`config.mk`:
```
export PLATFORM = sky130hd
export DESIGN_NAME = wb_pipe_top
export DESIGN_NICKNAME = d
export VERILOG_FILES = /design/src/logic/wb_mem_pkg.sv /design/src/logic/wb_pipe_pkg.sv /design/src/logic/wb_pipe_top.sv /design/src/logic/wb_regfile.sv /design/src/logic/wb_stage.sv /design/src/logic/wb_copro.sv /design/src/logic/wb_lsu.sv
export VERILOG_INCLUDE_DIRS = /design/src /design/src/logic
export SDC_FILE = /design/constraint.sdc
export NUM_CORES = 2
export LEC_CHECK = 0
export BUFFER_PORTS_ARGS = -buffer_cell sky130_fd_sc_hd__buf_2
export CAP_MARGIN = 5
export CELL_PAD_IN_SITES_DETAIL_PLACEMENT = 0
export CELL_PAD_IN_SITES_GLOBAL_PLACEMENT = 2
export CORE_MARGIN = 1
export CORE_UTILIZATION = 51
export CTS_CLUSTER_DIAMETER = 50
export DETAILED_ROUTE_END_ITERATION = 10
export HOLD_SLACK_MARGIN = 0.08
export PLACE_DENSITY = 0.95
export SLEW_MARGIN = 20
export SYNTH_ARGS = -nofsm -noshare
export SYNTH_HDL_FRONTEND = slang
export SYNTH_SLANG_ARGS = --single-unit
```
`constraint.sdc`:
```
create_clock -name clk -period 7.2 [get_ports clk]
set_input_delay 2.16 -clock clk [delete_from_list [all_inputs] [get_ports clk]]
set_output_delay 2.16 -clock clk [all_outputs]
set_load 0.05 [all_outputs]
```
`src/logic/wb_pipe_macros.svh`:
```
/*
  Sizing constants shared by the write-back subsystem
  WB_LSU_LATENCY must be 2 or more, and WB_MPU_LIMIT must lie inside the data memory
*/
`ifndef WB_PIPE_MACROS_SVH
`define WB_PIPE_MACROS_SVH

// Data path width in bits
`define WB_XLEN 32

// Data memory depth in 32-bit words
`define WB_MEM_WORDS 64

// First byte address outside the permitted MPU region
`define WB_MPU_LIMIT 128

// Cycles from request to completion in the LSU
`define WB_LSU_LATENCY 2

// Longest coprocessor latency in cycles
`define WB_COPRO_MAX_LAT 4

`endif
```
`src/logic/wb_mem_pkg.sv`:
```
/*
  Types for the memory side and the coprocessor result path
  Function codes 2 and 3 are illegal and complete with exc set
*/
`default_nettype none

`include "wb_pipe_macros.svh"

package wb_mem_pkg;

  // MPU check result for the current access
  typedef enum logic [0:0] {
    MPU_OK       = 1'b0,
    MPU_RE_FAULT = 1'b1
  } mpu_status_e;

  // Coprocessor function select
  typedef enum logic [1:0] {
    XIF_BSWAP  = 2'd0,
    XIF_POPCNT = 2'd1
  } xif_funct_e;

  // Result returned over the offload interface
  typedef struct packed {
    logic [`WB_XLEN-1:0] data;
    logic                exc;   // Illegal function
  } xif_result_t;

endpackage

`default_nettype wire

```
`src/logic/wb_pipe_pkg.sv`:
```
/*
  Types for the pipeline side of write-back
  The EX/WB bundle is held stable by the environment until it leaves
*/
`default_nettype none

`include "wb_pipe_macros.svh"

package wb_pipe_pkg;

  // Register file index
  typedef logic [4:0] rf_addr_t;

  ////////////////////////////////////////
  // EX/WB pipeline register
  ////////////////////////////////////////

  typedef struct packed {
    logic                instr_valid;
    // ALU result path
    logic                rf_we;
    rf_addr_t            rf_waddr;
    logic [`WB_XLEN-1:0] rf_wdata;
    // Load/store request
    logic                lsu_en;
    logic                lsu_we;      // Set for a store
    logic [`WB_XLEN-1:0] lsu_addr;
    logic [`WB_XLEN-1:0] lsu_wdata;
    // Offload to the coprocessor
    logic                xif_en;
    logic [1:0]          xif_funct;
    logic [`WB_XLEN-1:0] xif_operand;
  } ex_wb_pipe_t;

  ////////////////////////////////////////
  // Controller
  ////////////////////////////////////////

  typedef struct packed {
    logic kill_wb;  // Drop the instruction in WB
    logic halt_wb;  // Hold it without retiring
  } ctrl_fsm_t;

endpackage

`default_nettype wire

```
`src/logic/wb_pipe_top.sv`:
```
/*
  Write-back subsystem top with stage, LSU, coprocessor and register file
  The environment holds ex_wb_pipe_i until wb_valid_o or a kill
*/
`timescale 1ns/1ps
`default_nettype none

`include "wb_pipe_macros.svh"

module wb_pipe_top (
  input  logic                     clk,
  input  logic                     rst_n_i,
  input  wb_pipe_pkg::ex_wb_pipe_t ex_wb_pipe_i,
  input  wb_pipe_pkg::ctrl_fsm_t   ctrl_fsm_i,
  input  wb_pipe_pkg::rf_addr_t    rf_raddr_i,
  output logic [`WB_XLEN-1:0]      rf_rdata_o,
  output logic                     wb_valid_o,
  output logic                     wb_ready_o,
  output logic                     data_stall_o
);

  // Stage to LSU
  logic                    lsu_req;
  logic                    lsu_valid;
  logic                    lsu_ready;
  logic [`WB_XLEN-1:0]     lsu_rdata;
  wb_mem_pkg::mpu_status_e lsu_mpu_status;

  // Stage to coprocessor
  logic                    xif_issue;
  logic                    xif_valid;
  wb_mem_pkg::xif_result_t xif_result;

  // Stage to register file
  logic                    rf_we;
  wb_pipe_pkg::rf_addr_t   rf_waddr;
  logic [`WB_XLEN-1:0]     rf_wdata;

  wb_stage stage0 (
    .clk                (clk),
    .rst_n_i            (rst_n_i),
    .ex_wb_pipe_i       (ex_wb_pipe_i),
    .ctrl_fsm_i         (ctrl_fsm_i),
    .lsu_rdata_i        (lsu_rdata),
    .lsu_mpu_status_i   (lsu_mpu_status),
    .lsu_valid_i        (lsu_valid),
    .lsu_ready_i        (lsu_ready),
    .lsu_valid_o        (lsu_req),
    .xif_result_i       (xif_result),
    .xif_result_valid_i (xif_valid),
    .xif_result_ready_o (xif_issue),
    .rf_we_o            (rf_we),
    .rf_waddr_o         (rf_waddr),
    .rf_wdata_o         (rf_wdata),
    .wb_valid_o         (wb_valid_o),
    .wb_ready_o         (wb_ready_o),
    .data_stall_o       (data_stall_o)
  );

  // Request fields come straight from the held pipe register
  wb_lsu lsu0 (
    .clk              (clk),
    .rst_n_i          (rst_n_i),
    .lsu_valid_i      (lsu_req),
    .lsu_we_i         (ex_wb_pipe_i.lsu_we),
    .lsu_addr_i       (ex_wb_pipe_i.lsu_addr),
    .lsu_wdata_i      (ex_wb_pipe_i.lsu_wdata),
    .lsu_valid_o      (lsu_valid),
    .lsu_ready_o      (lsu_ready),
    .lsu_rdata_o      (lsu_rdata),
    .lsu_mpu_status_o (lsu_mpu_status)
  );

  // Result ready doubles as the issue level
  wb_copro copro0 (
    .clk            (clk),
    .rst_n_i        (rst_n_i),
    .issue_valid_i  (xif_issue),
    .funct_i        (wb_mem_pkg::xif_funct_e'(ex_wb_pipe_i.xif_funct)),
    .operand_i      (ex_wb_pipe_i.xif_operand),
    .result_ready_i (xif_issue),
    .result_valid_o (xif_valid),
    .result_o       (xif_result)
  );

  wb_regfile regfile0 (
    .clk     (clk),
    .rst_n_i (rst_n_i),
    .we_i    (rf_we),
    .waddr_i (rf_waddr),
    .wdata_i (rf_wdata),
    .raddr_i (rf_raddr_i),
    .rdata_o (rf_rdata_o)
  );

endmodule

`default_nettype wire

```
`src/logic/wb_regfile.sv`:
```
/*
  32-entry register file, one write port and one combinational read port
  x0 is hardwired to zero, and all entries clear on reset
*/
`timescale 1ns/1ps
`default_nettype none

`include "wb_pipe_macros.svh"

module wb_regfile (
  input  logic                  clk,
  input  logic                  rst_n_i,
  input  logic                  we_i,
  input  wb_pipe_pkg::rf_addr_t waddr_i,
  input  logic [`WB_XLEN-1:0]   wdata_i,
  input  wb_pipe_pkg::rf_addr_t raddr_i,
  output logic [`WB_XLEN-1:0]   rdata_o
);

  // One entry per register index
  localparam int NUM_REGS = 2 ** $bits(wb_pipe_pkg::rf_addr_t);

  logic [`WB_XLEN-1:0] regs_q [NUM_REGS];
  logic                write_en;

  ////////////////////////////////////////
  // Write port
  ////////////////////////////////////////

  // Writes to x0 are dropped, so entry 0 keeps its reset value
  assign write_en = we_i && (waddr_i != '0);

  always_ff @(posedge clk or negedge rst_n_i) begin
    if (!rst_n_i) begin
      for (int i = 0; i < NUM_REGS; i++) begin
        regs_q[i] <= '0;
      end
    end else if (write_en) begin
      regs_q[waddr_i] <= wdata_i;
    end
  end

  ////////////////////////////////////////
  // Read port
  ////////////////////////////////////////

  // No bypass, a write shows up after the edge
  assign rdata_o = regs_q[raddr_i];

endmodule

`default_nettype wire

```
`src/logic/wb_stage.sv`:
```
/*
  Write-back stage, picks the result and gates the register file write
  Nothing sits downstream, so results are taken as soon as they arrive
*/
`timescale 1ns/1ps
`default_nettype none

`include "wb_pipe_macros.svh"

module wb_stage (
  input  logic                     clk,       // Assertions only
  input  logic                     rst_n_i,   // Assertions only

  // EX/WB pipe and controller
  input  wb_pipe_pkg::ex_wb_pipe_t ex_wb_pipe_i,
  input  wb_pipe_pkg::ctrl_fsm_t   ctrl_fsm_i,

  // LSU
  input  logic [`WB_XLEN-1:0]      lsu_rdata_i,
  input  wb_mem_pkg::mpu_status_e  lsu_mpu_status_i,
  input  logic                     lsu_valid_i,
  input  logic                     lsu_ready_i,
  output logic                     lsu_valid_o,

  // Coprocessor result
  input  wb_mem_pkg::xif_result_t  xif_result_i,
  input  logic                     xif_result_valid_i,
  output logic                     xif_result_ready_o,

  // Register file write port
  output logic                     rf_we_o,
  output wb_pipe_pkg::rf_addr_t    rf_waddr_o,
  output logic [`WB_XLEN-1:0]      rf_wdata_o,

  // Stage status
  output logic                     wb_valid_o,
  output logic                     wb_ready_o,
  output logic                     data_stall_o
);

  logic instr_present;
  logic instr_valid;
  logic lsu_exception;
  logic xif_active;
  logic xif_waiting;
  logic xif_exception;
  logic wb_valid;

  // Raw valid from EX, then gated by the controller
  assign instr_present = ex_wb_pipe_i.instr_valid;
  assign instr_valid   = instr_present && !ctrl_fsm_i.kill_wb && !ctrl_fsm_i.halt_wb;

  assign lsu_exception = ex_wb_pipe_i.lsu_en &&
                         (lsu_mpu_status_i != wb_mem_pkg::MPU_OK);

  ////////////////////////////////////////
  // Coprocessor result
  ////////////////////////////////////////

  assign xif_active         = instr_present && ex_wb_pipe_i.xif_en;
  assign xif_waiting        = xif_active && !xif_result_valid_i;
  assign xif_exception      = xif_active && xif_result_valid_i && xif_result_i.exc;
  // Take the result as soon as the offload reaches WB
  assign xif_result_ready_o = xif_active;

  ////////////////////////////////////////
  // LSU handshake
  ////////////////////////////////////////

  // Not gated by kill or halt, an access in flight must run to completion
  assign lsu_valid_o = instr_present && ex_wb_pipe_i.lsu_en;

  ////////////////////////////////////////
  // Valid, ready and stall
  ////////////////////////////////////////

  // Plain instructions retire now unless waiting on the coprocessor
  // LSU instructions retire on data return or on an MPU fault
  assign wb_valid = instr_valid &&
                    ((!ex_wb_pipe_i.lsu_en && !xif_waiting) ||
                     (ex_wb_pipe_i.lsu_en && (lsu_valid_i || lsu_exception)));

  assign wb_valid_o   = wb_valid;
  assign wb_ready_o   = lsu_ready_i && !xif_waiting;
  assign data_stall_o = instr_present && ex_wb_pipe_i.lsu_en && !lsu_valid_i && !wb_valid;

  ////////////////////////////////////////
  // Register file write
  ////////////////////////////////////////

  // Write only when the result is final, so stale load data never lands
  assign rf_we_o    = ex_wb_pipe_i.rf_we && wb_valid && !lsu_exception && !xif_exception;
  assign rf_waddr_o = ex_wb_pipe_i.rf_waddr;

  always_comb begin
    if (ex_wb_pipe_i.lsu_en) begin
      rf_wdata_o = lsu_rdata_i;
    end else if (ex_wb_pipe_i.xif_en) begin
      rf_wdata_o = xif_result_i.data;
    end else begin
      rf_wdata_o = ex_wb_pipe_i.rf_wdata;
    end
  end

  // One result source per instruction
  a_one_unit: assert property (@(posedge clk) disable iff (!rst_n_i)
    instr_present |-> !(ex_wb_pipe_i.lsu_en && ex_wb_pipe_i.xif_en))
    else $error("wb_stage lsu_en and xif_en both set");

  // A legal access in flight in the LSU must not be dropped
  a_lsu_no_kill: assert property (@(posedge clk) disable iff (!rst_n_i)
    (lsu_valid_o && !lsu_valid_i && !lsu_exception) |-> !ctrl_fsm_i.kill_wb)
    else $error("wb_stage kill during pending load/store");

endmodule

`default_nettype wire

```
`src/logic/wb_copro.sv`:
```
/*
  Offload coprocessor, latency is operand[1:0] plus 1 cycles
  Issue is a level, after a handshake a still high issue starts the next operation
*/
`timescale 1ns/1ps
`default_nettype none

`include "wb_pipe_macros.svh"

module wb_copro (
  input  logic                    clk,
  input  logic                    rst_n_i,
  input  logic                    issue_valid_i,
  input  wb_mem_pkg::xif_funct_e  funct_i,
  input  logic [`WB_XLEN-1:0]     operand_i,
  input  logic                    result_ready_i,
  output logic                    result_valid_o,
  output wb_mem_pkg::xif_result_t result_o
);

  localparam int CNT_W = $clog2(`WB_COPRO_MAX_LAT);

  wb_mem_pkg::xif_result_t result_d;
  wb_mem_pkg::xif_result_t result_q;
  logic [CNT_W-1:0]        cnt_q;
  logic                    busy_q;
  logic                    valid_q;
  logic                    start;
  logic                    lat_zero;
  logic                    finish;
  logic                    load_result;

  function automatic logic [`WB_XLEN-1:0] popcount(input logic [`WB_XLEN-1:0] v);
    logic [`WB_XLEN-1:0] n;
    n = '0;
    for (int i = 0; i < `WB_XLEN; i++) begin
      n = n + `WB_XLEN'(v[i]);
    end
    return n;
  endfunction

  ////////////////////////////////////////
  // Function units
  ////////////////////////////////////////

  always_comb begin
    result_d.data = '0;
    result_d.exc  = 1'b0;
    case (funct_i)
      wb_mem_pkg::XIF_BSWAP: begin
        // Reverse byte order
        for (int b = 0; b < `WB_XLEN / 8; b++) begin
          result_d.data[8*b +: 8] = operand_i[`WB_XLEN-8-8*b +: 8];
        end
      end
      wb_mem_pkg::XIF_POPCNT: result_d.data = popcount(operand_i);
      default:                result_d.exc  = 1'b1;
    endcase
  end

  ////////////////////////////////////////
  // Countdown and result handshake
  ////////////////////////////////////////

  assign start       = issue_valid_i && !busy_q && !valid_q;
  assign lat_zero    = (operand_i[1:0] == 2'b00);
  assign finish      = busy_q && (cnt_q == '0);
  assign load_result = (start && lat_zero) || finish;

  always_ff @(posedge clk or negedge rst_n_i) begin
    if (!rst_n_i) begin
      busy_q  <= 1'b0;
      valid_q <= 1'b0;
      cnt_q   <= '0;
    end else if (start) begin
      if (lat_zero) begin
        valid_q <= 1'b1;
      end else begin
        busy_q <= 1'b1;
        cnt_q  <= CNT_W'(operand_i[1:0] - 2'd1);
      end
    end else if (finish) begin
      busy_q  <= 1'b0;
      valid_q <= 1'b1;
    end else if (busy_q) begin
      cnt_q <= cnt_q - 1'b1;
    end else if (valid_q && result_ready_i) begin
      valid_q <= 1'b0;
    end
  end

  // Operand is held by the pipe, so compute at the end
  always_ff @(posedge clk) begin
    if (load_result) begin
      result_q <= result_d;
    end
  end

  assign result_valid_o = valid_q;
  assign result_o       = result_q;

  a_result_stable: assert property (@(posedge clk) disable iff (!rst_n_i)
    (result_valid_o && !result_ready_i) |=> (result_valid_o && $stable(result_o)))
    else $error("wb_copro result changed before handshake");

endmodule

`default_nettype wire

```
`src/logic/wb_lsu.sv`:
```
/*
  Load/store unit with a private word memory and a fixed latency
  Accesses must be word aligned and held until completion, and valid pulses for one cycle
  An access outside the MPU region faults at once and never touches memory
*/
`timescale 1ns/1ps
`default_nettype none

`include "wb_pipe_macros.svh"

module wb_lsu (
  input  logic                    clk,
  input  logic                    rst_n_i,
  input  logic                    lsu_valid_i,
  input  logic                    lsu_we_i,
  input  logic [`WB_XLEN-1:0]     lsu_addr_i,
  input  logic [`WB_XLEN-1:0]     lsu_wdata_i,
  output logic                    lsu_valid_o,
  output logic                    lsu_ready_o,
  output logic [`WB_XLEN-1:0]     lsu_rdata_o,
  output wb_mem_pkg::mpu_status_e lsu_mpu_status_o
);

  localparam int CNT_W = $clog2(`WB_LSU_LATENCY);
  localparam int IDX_W = $clog2(`WB_MEM_WORDS);

  logic [`WB_XLEN-1:0] mem_q [`WB_MEM_WORDS];
  logic [`WB_XLEN-1:0] rdata_q;
  logic [CNT_W-1:0]    cnt_q;
  logic                busy_q;
  logic                done_q;
  logic                legal;
  logic                start;
  logic                finish;
  logic [IDX_W-1:0]    word_idx;

  ////////////////////////////////////////
  // MPU region check
  ////////////////////////////////////////

  assign legal = (lsu_addr_i < `WB_XLEN'(`WB_MPU_LIMIT));

  // Combinational so a fault retires in the presentation cycle
  assign lsu_mpu_status_o = (lsu_valid_i && !legal) ? wb_mem_pkg::MPU_RE_FAULT
                                                    : wb_mem_pkg::MPU_OK;

  ////////////////////////////////////////
  // Latency control
  ////////////////////////////////////////

  // No new start in the completion cycle, the request there is the same one
  assign start    = lsu_valid_i && legal && !busy_q && !done_q;
  assign finish   = busy_q && (cnt_q == '0);
  assign word_idx = lsu_addr_i[IDX_W+1:2];

  always_ff @(posedge clk or negedge rst_n_i) begin
    if (!rst_n_i) begin
      busy_q <= 1'b0;
      done_q <= 1'b0;
      cnt_q  <= '0;
    end else begin
      done_q <= finish;
      if (start) begin
        busy_q <= 1'b1;
        // Start cycle and completion edge take two of the cycles
        cnt_q  <= CNT_W'(`WB_LSU_LATENCY - 2);
      end else if (finish) begin
        busy_q <= 1'b0;
      end else if (busy_q) begin
        cnt_q <= cnt_q - 1'b1;
      end
    end
  end

  // Memory access happens on the completion edge
  always_ff @(posedge clk) begin
    if (finish && lsu_valid_i) begin
      if (lsu_we_i) begin
        mem_q[word_idx] <= lsu_wdata_i;
      end else begin
        rdata_q <= mem_q[word_idx];
      end
    end
  end

  assign lsu_valid_o = done_q;
  assign lsu_ready_o = !busy_q;
  assign lsu_rdata_o = rdata_q;

  // Only whole-word accesses are supported
  a_aligned: assert property (@(posedge clk) disable iff (!rst_n_i)
    lsu_valid_i |-> (lsu_addr_i[1:0] == 2'b00))
    else $error("wb_lsu misaligned address %h", lsu_addr_i);

  // Request must stay put while the access is in flight
  a_req_held: assert property (@(posedge clk) disable iff (!rst_n_i)
    busy_q |-> (lsu_valid_i && $stable(lsu_addr_i) && $stable(lsu_we_i)))
    else $error("wb_lsu request changed during access");

endmodule

`default_nettype wire

```
### Word level (Yosys, flattened, before mapping)

Memory sizes are Yosys's and may differ from the RTL's. A register that Yosys moved wholly into a read port is not among the register bits.
Cells that the tools add are included.
W data, S select, Z words.

* RAM bits: 2048
* output and inout port bits: 35
* input port bits: 149
* register bits: 1064
* logic and storage cells: 179
* memories: 1

* $add $sub $neg: 34
* equal/unequal tests: 6
* bitwise gates (word level): 4
* $lt $le $gt $ge: 4
* reduce and logical (&&, ||, !) cells: 59
* mux-type cells: 31

Memory list
* lsu0.mem_q: words 64, width 32, rd ports 1, clocked after Yosys merged registers in 1, wr ports 1, RTL line wb_lsu.sv:27 `` logic [`WB_XLEN-1:0] mem_q [`WB_MEM_WORDS]; ``

Operators with widths (number)
* $bwmux W1024: 1
* $add A32 B1 Y32: 30
* $bmux W32 S5: 1
* $demux W32 S5: 1
* $mux W32: 5
* $pmux W32 S2: 1
* $lt A32 B8 Y1 const B: 1
* $logic_and A1 B1 Y1: 29
* $mux W1: 18
* $ge A6 B6 Y1 const B: 2
* $logic_not A1 Y1: 12
* $not A5 Y6: 2
* $mux W2: 4
* $reduce_bool A2 Y1: 4
* $logic_not A2 Y1: 3
* $lt A6 B1 Y1 const B: 1
* $reduce_and A2 Y1: 3
* $reduce_and A3 Y1: 2
* $reduce_bool A5 Y1: 1
* $ne A2 B1 Y1 const B: 2
* $ne A2 B2 Y1 const B: 2
* $sub A2 B1 Y2 const B: 2
* $logic_or A1 B1 Y1: 3
* $ne A3 B3 Y1 const B: 1
* other kinds (6): 7

### Longest topological paths before layout

* word-level depth: 32
* gate-level depth with buffers: 20
* gate-level depth less buffers: 20

### Modules after synthesis

A second synthesis with hierarchy kept.

* cell total of the unflattened synthesis: 8108
* area total of the unflattened synthesis: 128704.7 um^2

By module, submodules not included
* wb_lsu: instances 1, cells an instance 4340, seq. area each 62535.0 um^2, area an instance 78325.1 um^2
* wb_regfile: instances 1, cells an instance 3443, seq. area each 25624.6 um^2, area an instance 47159.0 um^2
* wb_copro: instances 1, cells an instance 201, seq. area each 1091.0 um^2, area an instance 2409.8 um^2
* wb_stage: instances 1, cells an instance 124, seq. area each 0.0 um^2, area an instance 810.8 um^2

### Worst setup path after synthesis

OpenSTA, ideal clock, no wires.

* kind: input to register
* from: in ex_wb_pipe_i[0] in the netlist's numbering
* to: reg copro0.result_q, in the netlist copro0.result_o[5], data pin
* data required time: 6.934 ns
* path buffers: 0
* setup time: 0.266 ns
* stages: 19
* data arrival time: 6.595 ns
* setup slack: 0.339 ns
* path through: inv_1 -> ha_1 -> inv_1 -> fa_1 -> inv_1 -> fa_1 -> fa_1 -> fa_1 -> fa_1 -> inv_1 -> fa_1 -> fa_1 -> inv_1 -> fa_1 -> a21o_1 -> a21oi_1 -> xnor2_1 -> mux2i_1 -> nor2_1

* word-level cells in the longest chain between the ends: 32

RTL lines
* start: declaration: RTL line wb_pipe_top.sv:13 `input wb_pipe_pkg::ex_wb_pipe_t ex_wb_pipe_i,`
* $add A1 B1 Y2: RTL line wb_copro.sv:37 `` n = n + `WB_XLEN'(v[i]); ``
* $add A32 B1 Y32 (30 in series): RTL line wb_copro.sv:37
* $pmux W32 S2: RTL line wb_copro.sv:49 `case (funct_i)`
* end signal: assignment: RTL line wb_copro.sv:95 `result_q <= result_d;`
* end: declaration: RTL line wb_copro.sv:24 `wb_mem_pkg::xif_result_t result_q;`

No other way between the ends.
A chain may end at the register's enable or synchronous reset.

### Worst setup path after layout

* from: in rf_raddr_i[0]
* to: out rf_rdata_o[13]

* word-level cells in the longest chain between the ends: 4

RTL lines
* start: declaration: RTL line wb_pipe_top.sv:15 `input wb_pipe_pkg::rf_addr_t rf_raddr_i,`
* $not A5 Y6 (implied by the code): RTL line wb_regfile.sv:48 `assign rdata_o = regs_q[raddr_i];`
* $bmux W32 S5: RTL line wb_regfile.sv:48
* $mux W32 (implied by the code) (2 in series): RTL line wb_regfile.sv:48
* end: declaration: RTL line wb_pipe_top.sv:16 `` output logic [`WB_XLEN-1:0] rf_rdata_o, ``

No other way between the ends. The select of a mux whose other input is x is not followed.

==> metrics.log <==
INFO  metric cts_setup_buffers = 0
INFO  metric crit_family = multiplexers
INFO  metric placed_cells = 11439
INFO  metric layout.area.seq = 89300 um2
INFO  metric vias = ~77000
INFO  metric leakage = around 53 nW
INFO  metric gp_congestion = around 0.88
INFO  metric grt_setup_unrepaired = no
INFO  metric detailed_place_hpwl = between 200 and 250 mm
INFO  metric status = completed
INFO  metric net_count_of_the_mapped_netlist = around 8500
INFO  metric first_global_vias = around 77000
INFO  metric row_cnt = 182
INFO  metric path_max_fanout = 40
INFO  metric globalRoute.busiestLayer = met2
INFO  metric initial_core_util = 51.4%
INFO  metric yosysUniqueCellTypes = 72
INFO  metric cpMaxStageDelayCell = sky130_fd_sc_hd__mux4_2
INFO  metric synth-seq-cells = ~3100
INFO  metric cts.reportedPaths.clkPinSlew = roughly 0.060 ns
INFO  metric power.share.clock = between 40% and 50%
INFO  metric cts-root-to-sink-buffers = 4
INFO  metric dr.pass1.iters = 6
INFO  metric setup_violations = 0
INFO  metric cts_tree = yes
INFO  metric die_area = between 200000 and 300000 um2
INFO  metric worst_r2r_path_depth = 6
INFO  metric period_minus_slack = 6.73 ns
INFO  metric final_min_period_over_clock_period = between 90% and 100%
INFO  metric buffer_ports.inserted = roughly 180
INFO  metric worst_slew_margin_rel = roughly a fifth
INFO  metric num-fill-cells = approximately 18000
INFO  metric cpPeakStageDelay = between 0.5 and 0.6 ns
INFO  metric ant_nets = 0
INFO  metric hold_viol = 0
INFO  metric synthesis_warnings = 0
INFO  metric die-height = 501 um
INFO  metric fin_skew = between 0.07 and 0.08 ns
INFO  metric drt-total-wl = 373 mm
INFO  metric synthesis.area_per_instance = around 15 um2
INFO  metric track_usage = 29.9%
INFO  metric final_core_utilization = between 50% and 60%
INFO  metric sum_of_overflow_across_all_layers_after_global_routing = 0
INFO  metric synth_largest_area_cell = sky130_fd_sc_hd__edfxtp_1
INFO  metric ir_drop = 0.293 mV
INFO  metric worstPathBufferInverterCount = 3
INFO  metric crit_arrival = approximately 4.6 ns
INFO  metric cp-startpoint = rf_raddr_i[0]
INFO  metric r2r-start = lsu0.cnt_q$_DFFE_PN0P_
INFO  metric crit-reg2reg-capture = lsu0.mem_q[42][27]$_DFFE_PP_
INFO  metric boundary_pin_count = around 180
INFO  metric synthesis.instances = ~8300
INFO  metric synthTopCellsByCount = sky130_fd_sc_hd__edfxtp_1, sky130_fd_sc_hd__nand2_1, sky130_fd_sc_hd__o21ai_0
INFO  metric clock_sinks = 3144
INFO  metric grt.met3_usage = 7.72%
INFO  metric post_synth_instance_area = about 130000 um2
INFO  metric grt_pass1_wl = between 500 and 600 mm
INFO  metric comb_power_share = 7.3%
INFO  metric drcViolationCount = 0
INFO  metric fin_total_pwr = between 30 and 40 mW
INFO  metric initialDrtViolationCount = around 11000
INFO  metric number_of_enable_flip_flop_cells_after_synthesis = approximately 2100
INFO  metric critical_path_cell_count = 6
INFO  metric ys.flop_type = sky130_fd_sc_hd__edfxtp_1
INFO  metric final_layout_size_suffix_gt1_share = 20.8%
INFO  metric critPathKind = input pin to output port
INFO  metric power_per_cell_area = roughly 270 nW/um2
INFO  metric grt_antenna_before_repair = 26
INFO  metric insertion_delay = a little under 1 ns
INFO  metric async_flop_share = roughly a third
INFO  metric maxCapViolations = 0
INFO  metric post_cts_hold_buffer_count = 0
INFO  metric worst_ep_required_time = 5.04 ns
INFO  metric post_cts_resized = 0
INFO  metric synth_top_area_share = 50.1%
INFO  metric synth_seq_area_share = a little over two thirds
INFO  metric h_tree_depth = 5
INFO  metric rrSetupSlack = slightly below 3 ns
INFO  metric finish.cell_count_without_fillers = about 12000
INFO  metric power.switching_fraction = 22.9%
INFO  metric viasPerCell = around 6.4
INFO  metric numCtsBuffers = between 300 and 400
INFO  metric syn_to_final_growth = 13.8%
INFO  metric worst_hold_path_type = flip-flop to flip-flop
INFO  metric yosys.cell_count.top_type = sky130_fd_sc_hd__edfxtp_1
INFO  metric multiInputGateArea = 35200 um2
INFO  metric gr-usage-met2 = 47.7%
INFO  metric seq_power_share = between 40% and 50%
INFO  metric grtUsageMet1 = between 30% and 40%
INFO  metric cts_root_buf = sky130_fd_sc_hd__clkbuf_16
INFO  metric critical_path.endpoint = rf_rdata_o[13]
INFO  metric setup.worst_path.start_class = input pin
INFO  metric path_cells = buf_8, buf_12, mux4_2, mux4_2, mux2_2, buf_2
INFO  metric worst_hold_slack = roughly 0.37 ns
INFO  metric fmaxAchievable = ~150 MHz
INFO  metric critical_path.endpoint_type = output port
INFO  metric crit_path_frequent_cell = sky130_fd_sc_hd__mux4_2
INFO  metric slew_violations = 0
INFO  metric worst_pin_slew = between 1 and 1.5 ns
INFO  metric drt-wirelength-per-cell = 31.0 um
INFO  metric netlist_top_cells_area = sky130_fd_sc_hd__edfxtp_1, sky130_fd_sc_hd__dfrtp_1, sky130_fd_sc_hd__mux4_2, sky130_fd_sc_hd__o21ai_0, sky130_fd_sc_hd__nand2_1
INFO  metric core_area = 247000 um2
INFO  metric chipWidth = ~500 um
INFO  metric grt_start_max_net_pins = roughly 190
INFO  metric power_report.internal_total = approximately 30 mW
INFO  metric power.switching = 9.04 mW
INFO  metric finish.net_count = between 8000 and 9000
==> stage by stage <==
step,cell area (um2),setup TNS (ns),setup slack [ns]
floorplan,127000,0,0.339
global placement,133000,-0.131,-0.131
detailed placement,133000,-0.0422,-0.0422
CTS,144000,0,0.479
global route,144000,0,0.417
finish,144000,0,0.474
==> layout by cell type (no fill, tap or decap), types with 45 or more instances in the layout <==
cell / n
sky130_fd_sc_hd__buf_2: 156
sky130_fd_sc_hd__a221oi_1: 147
sky130_fd_sc_hd__clkbuf_16: 339
sky130_fd_sc_hd__nor2_4: 68
sky130_fd_sc_hd__edfxtp_1: 2113
sky130_fd_sc_hd__nand3_1: 46
sky130_fd_sc_hd__clkinv_1: 45
sky130_fd_sc_hd__dfrtp_1: 1031
sky130_fd_sc_hd__a22oi_1: 141
sky130_fd_sc_hd__mux2_2: 137
sky130_fd_sc_hd__inv_1: 77
sky130_fd_sc_hd__buf_12: 69
sky130_fd_sc_hd__mux2i_1: 383
sky130_fd_sc_hd__buf_4: 306
sky130_fd_sc_hd__clkinv_2: 53
sky130_fd_sc_hd__o22ai_1: 96
sky130_fd_sc_hd__clkbuf_1: 45
sky130_fd_sc_hd__a21oi_1: 144
sky130_fd_sc_hd__o21ai_0: 1064
sky130_fd_sc_hd__nor2_1: 127
sky130_fd_sc_hd__mux4_2: 484
sky130_fd_sc_hd__nand2_1: 1065
==> state kept, by name, indices dropped and copies added (netlist names) <==
signal / cells
lsu0.mem_q: 2048
regfile0.regs_q: 1024
copro0.result_o: 33
lsu0.lsu_rdata_o: 32
copro0.cnt_q: 2
copro0.busy_q: 1
copro0.result_valid_o: 1
lsu0.busy_q: 1
lsu0.cnt_q: 1
lsu0.lsu_valid_o: 1
==> final cells by class <==
type | instances | share of cell area [%]
flip-flops and latches | 3144 | 61.9
multi-input cells | 4364 | 24.4
clock buffers | 407 | 6.22
repair buffers | 539 | 3.17
well taps | 3312 | 2.87
clock inverters | 171 | 1.22
inverters | 80 | 0.214
diodes | 10 | 0.0174
==> cell families (layout without fill, tap and decap cells) <==
group	after synthesis	in the layout	synth area share [%]
AOI/OAI and AO/OA	1833	1833	8.61
and+or+nand+nor	1486	1486	4.93
other	0	10	0
DFF	3144	3144	70.4
xor gates and xnor gates	4	4	0.0276
muxes	1008	1008	12.9
adders and majority gates	33	33	0.468
buffers and inverters	770	1197	2.67
==> power groups by stage <==
| stage | Sequential (mW) | Clock (mW) | Combinational [mW] |
|---|---|---|---|
| final | 19.6 | 17.0 | 2.87 |
| after global routing | 19.6 | 17.9 | 3.06 |
| after CTS | 19.6 | 17.1 | 2.83 |
| after detailed placement | 20.0 | 0 | 2.82 |
| after global placement | 19.9 | 0 | 2.77 |
| after floorplan | 19.9 | 0 | 1.57 |
==> per-layer routing <==
metal | vias up | part of all wire, %
met1 | 39004 | 36
met4 | 18 | 5.5
met2 | 4866 | 47
met5 | - | 0.034
met3 | 1098 | 12
li1 | 31987 | -
==> worst min-delay path by stage <==
stage                                      start                                 to  slack [ns]  depth (start not counted)
6_report        regfile0.regs_q[995]$_DFFE_PN0P_   regfile0.regs_q[995]$_DFFE_PN0P_        0.37                          0
4_1_cts         regfile0.regs_q[995]$_DFFE_PN0P_   regfile0.regs_q[995]$_DFFE_PN0P_        0.38                          0
3_5_place_dp   regfile0.regs_q[1010]$_DFFE_PN0P_  regfile0.regs_q[1010]$_DFFE_PN0P_        0.36                          0
3_3_place_gp    regfile0.regs_q[992]$_DFFE_PN0P_   regfile0.regs_q[992]$_DFFE_PN0P_        0.36                          0
5_1_grt        regfile0.regs_q[1010]$_DFFE_PN0P_  regfile0.regs_q[1010]$_DFFE_PN0P_        0.38                          0
2_1_floorplan             lsu0.cnt_q$_DFFE_PN0P_         lsu0.lsu_valid_o$_DFF_PN0_        0.42                          1
(Power assumes the default switching activity.)
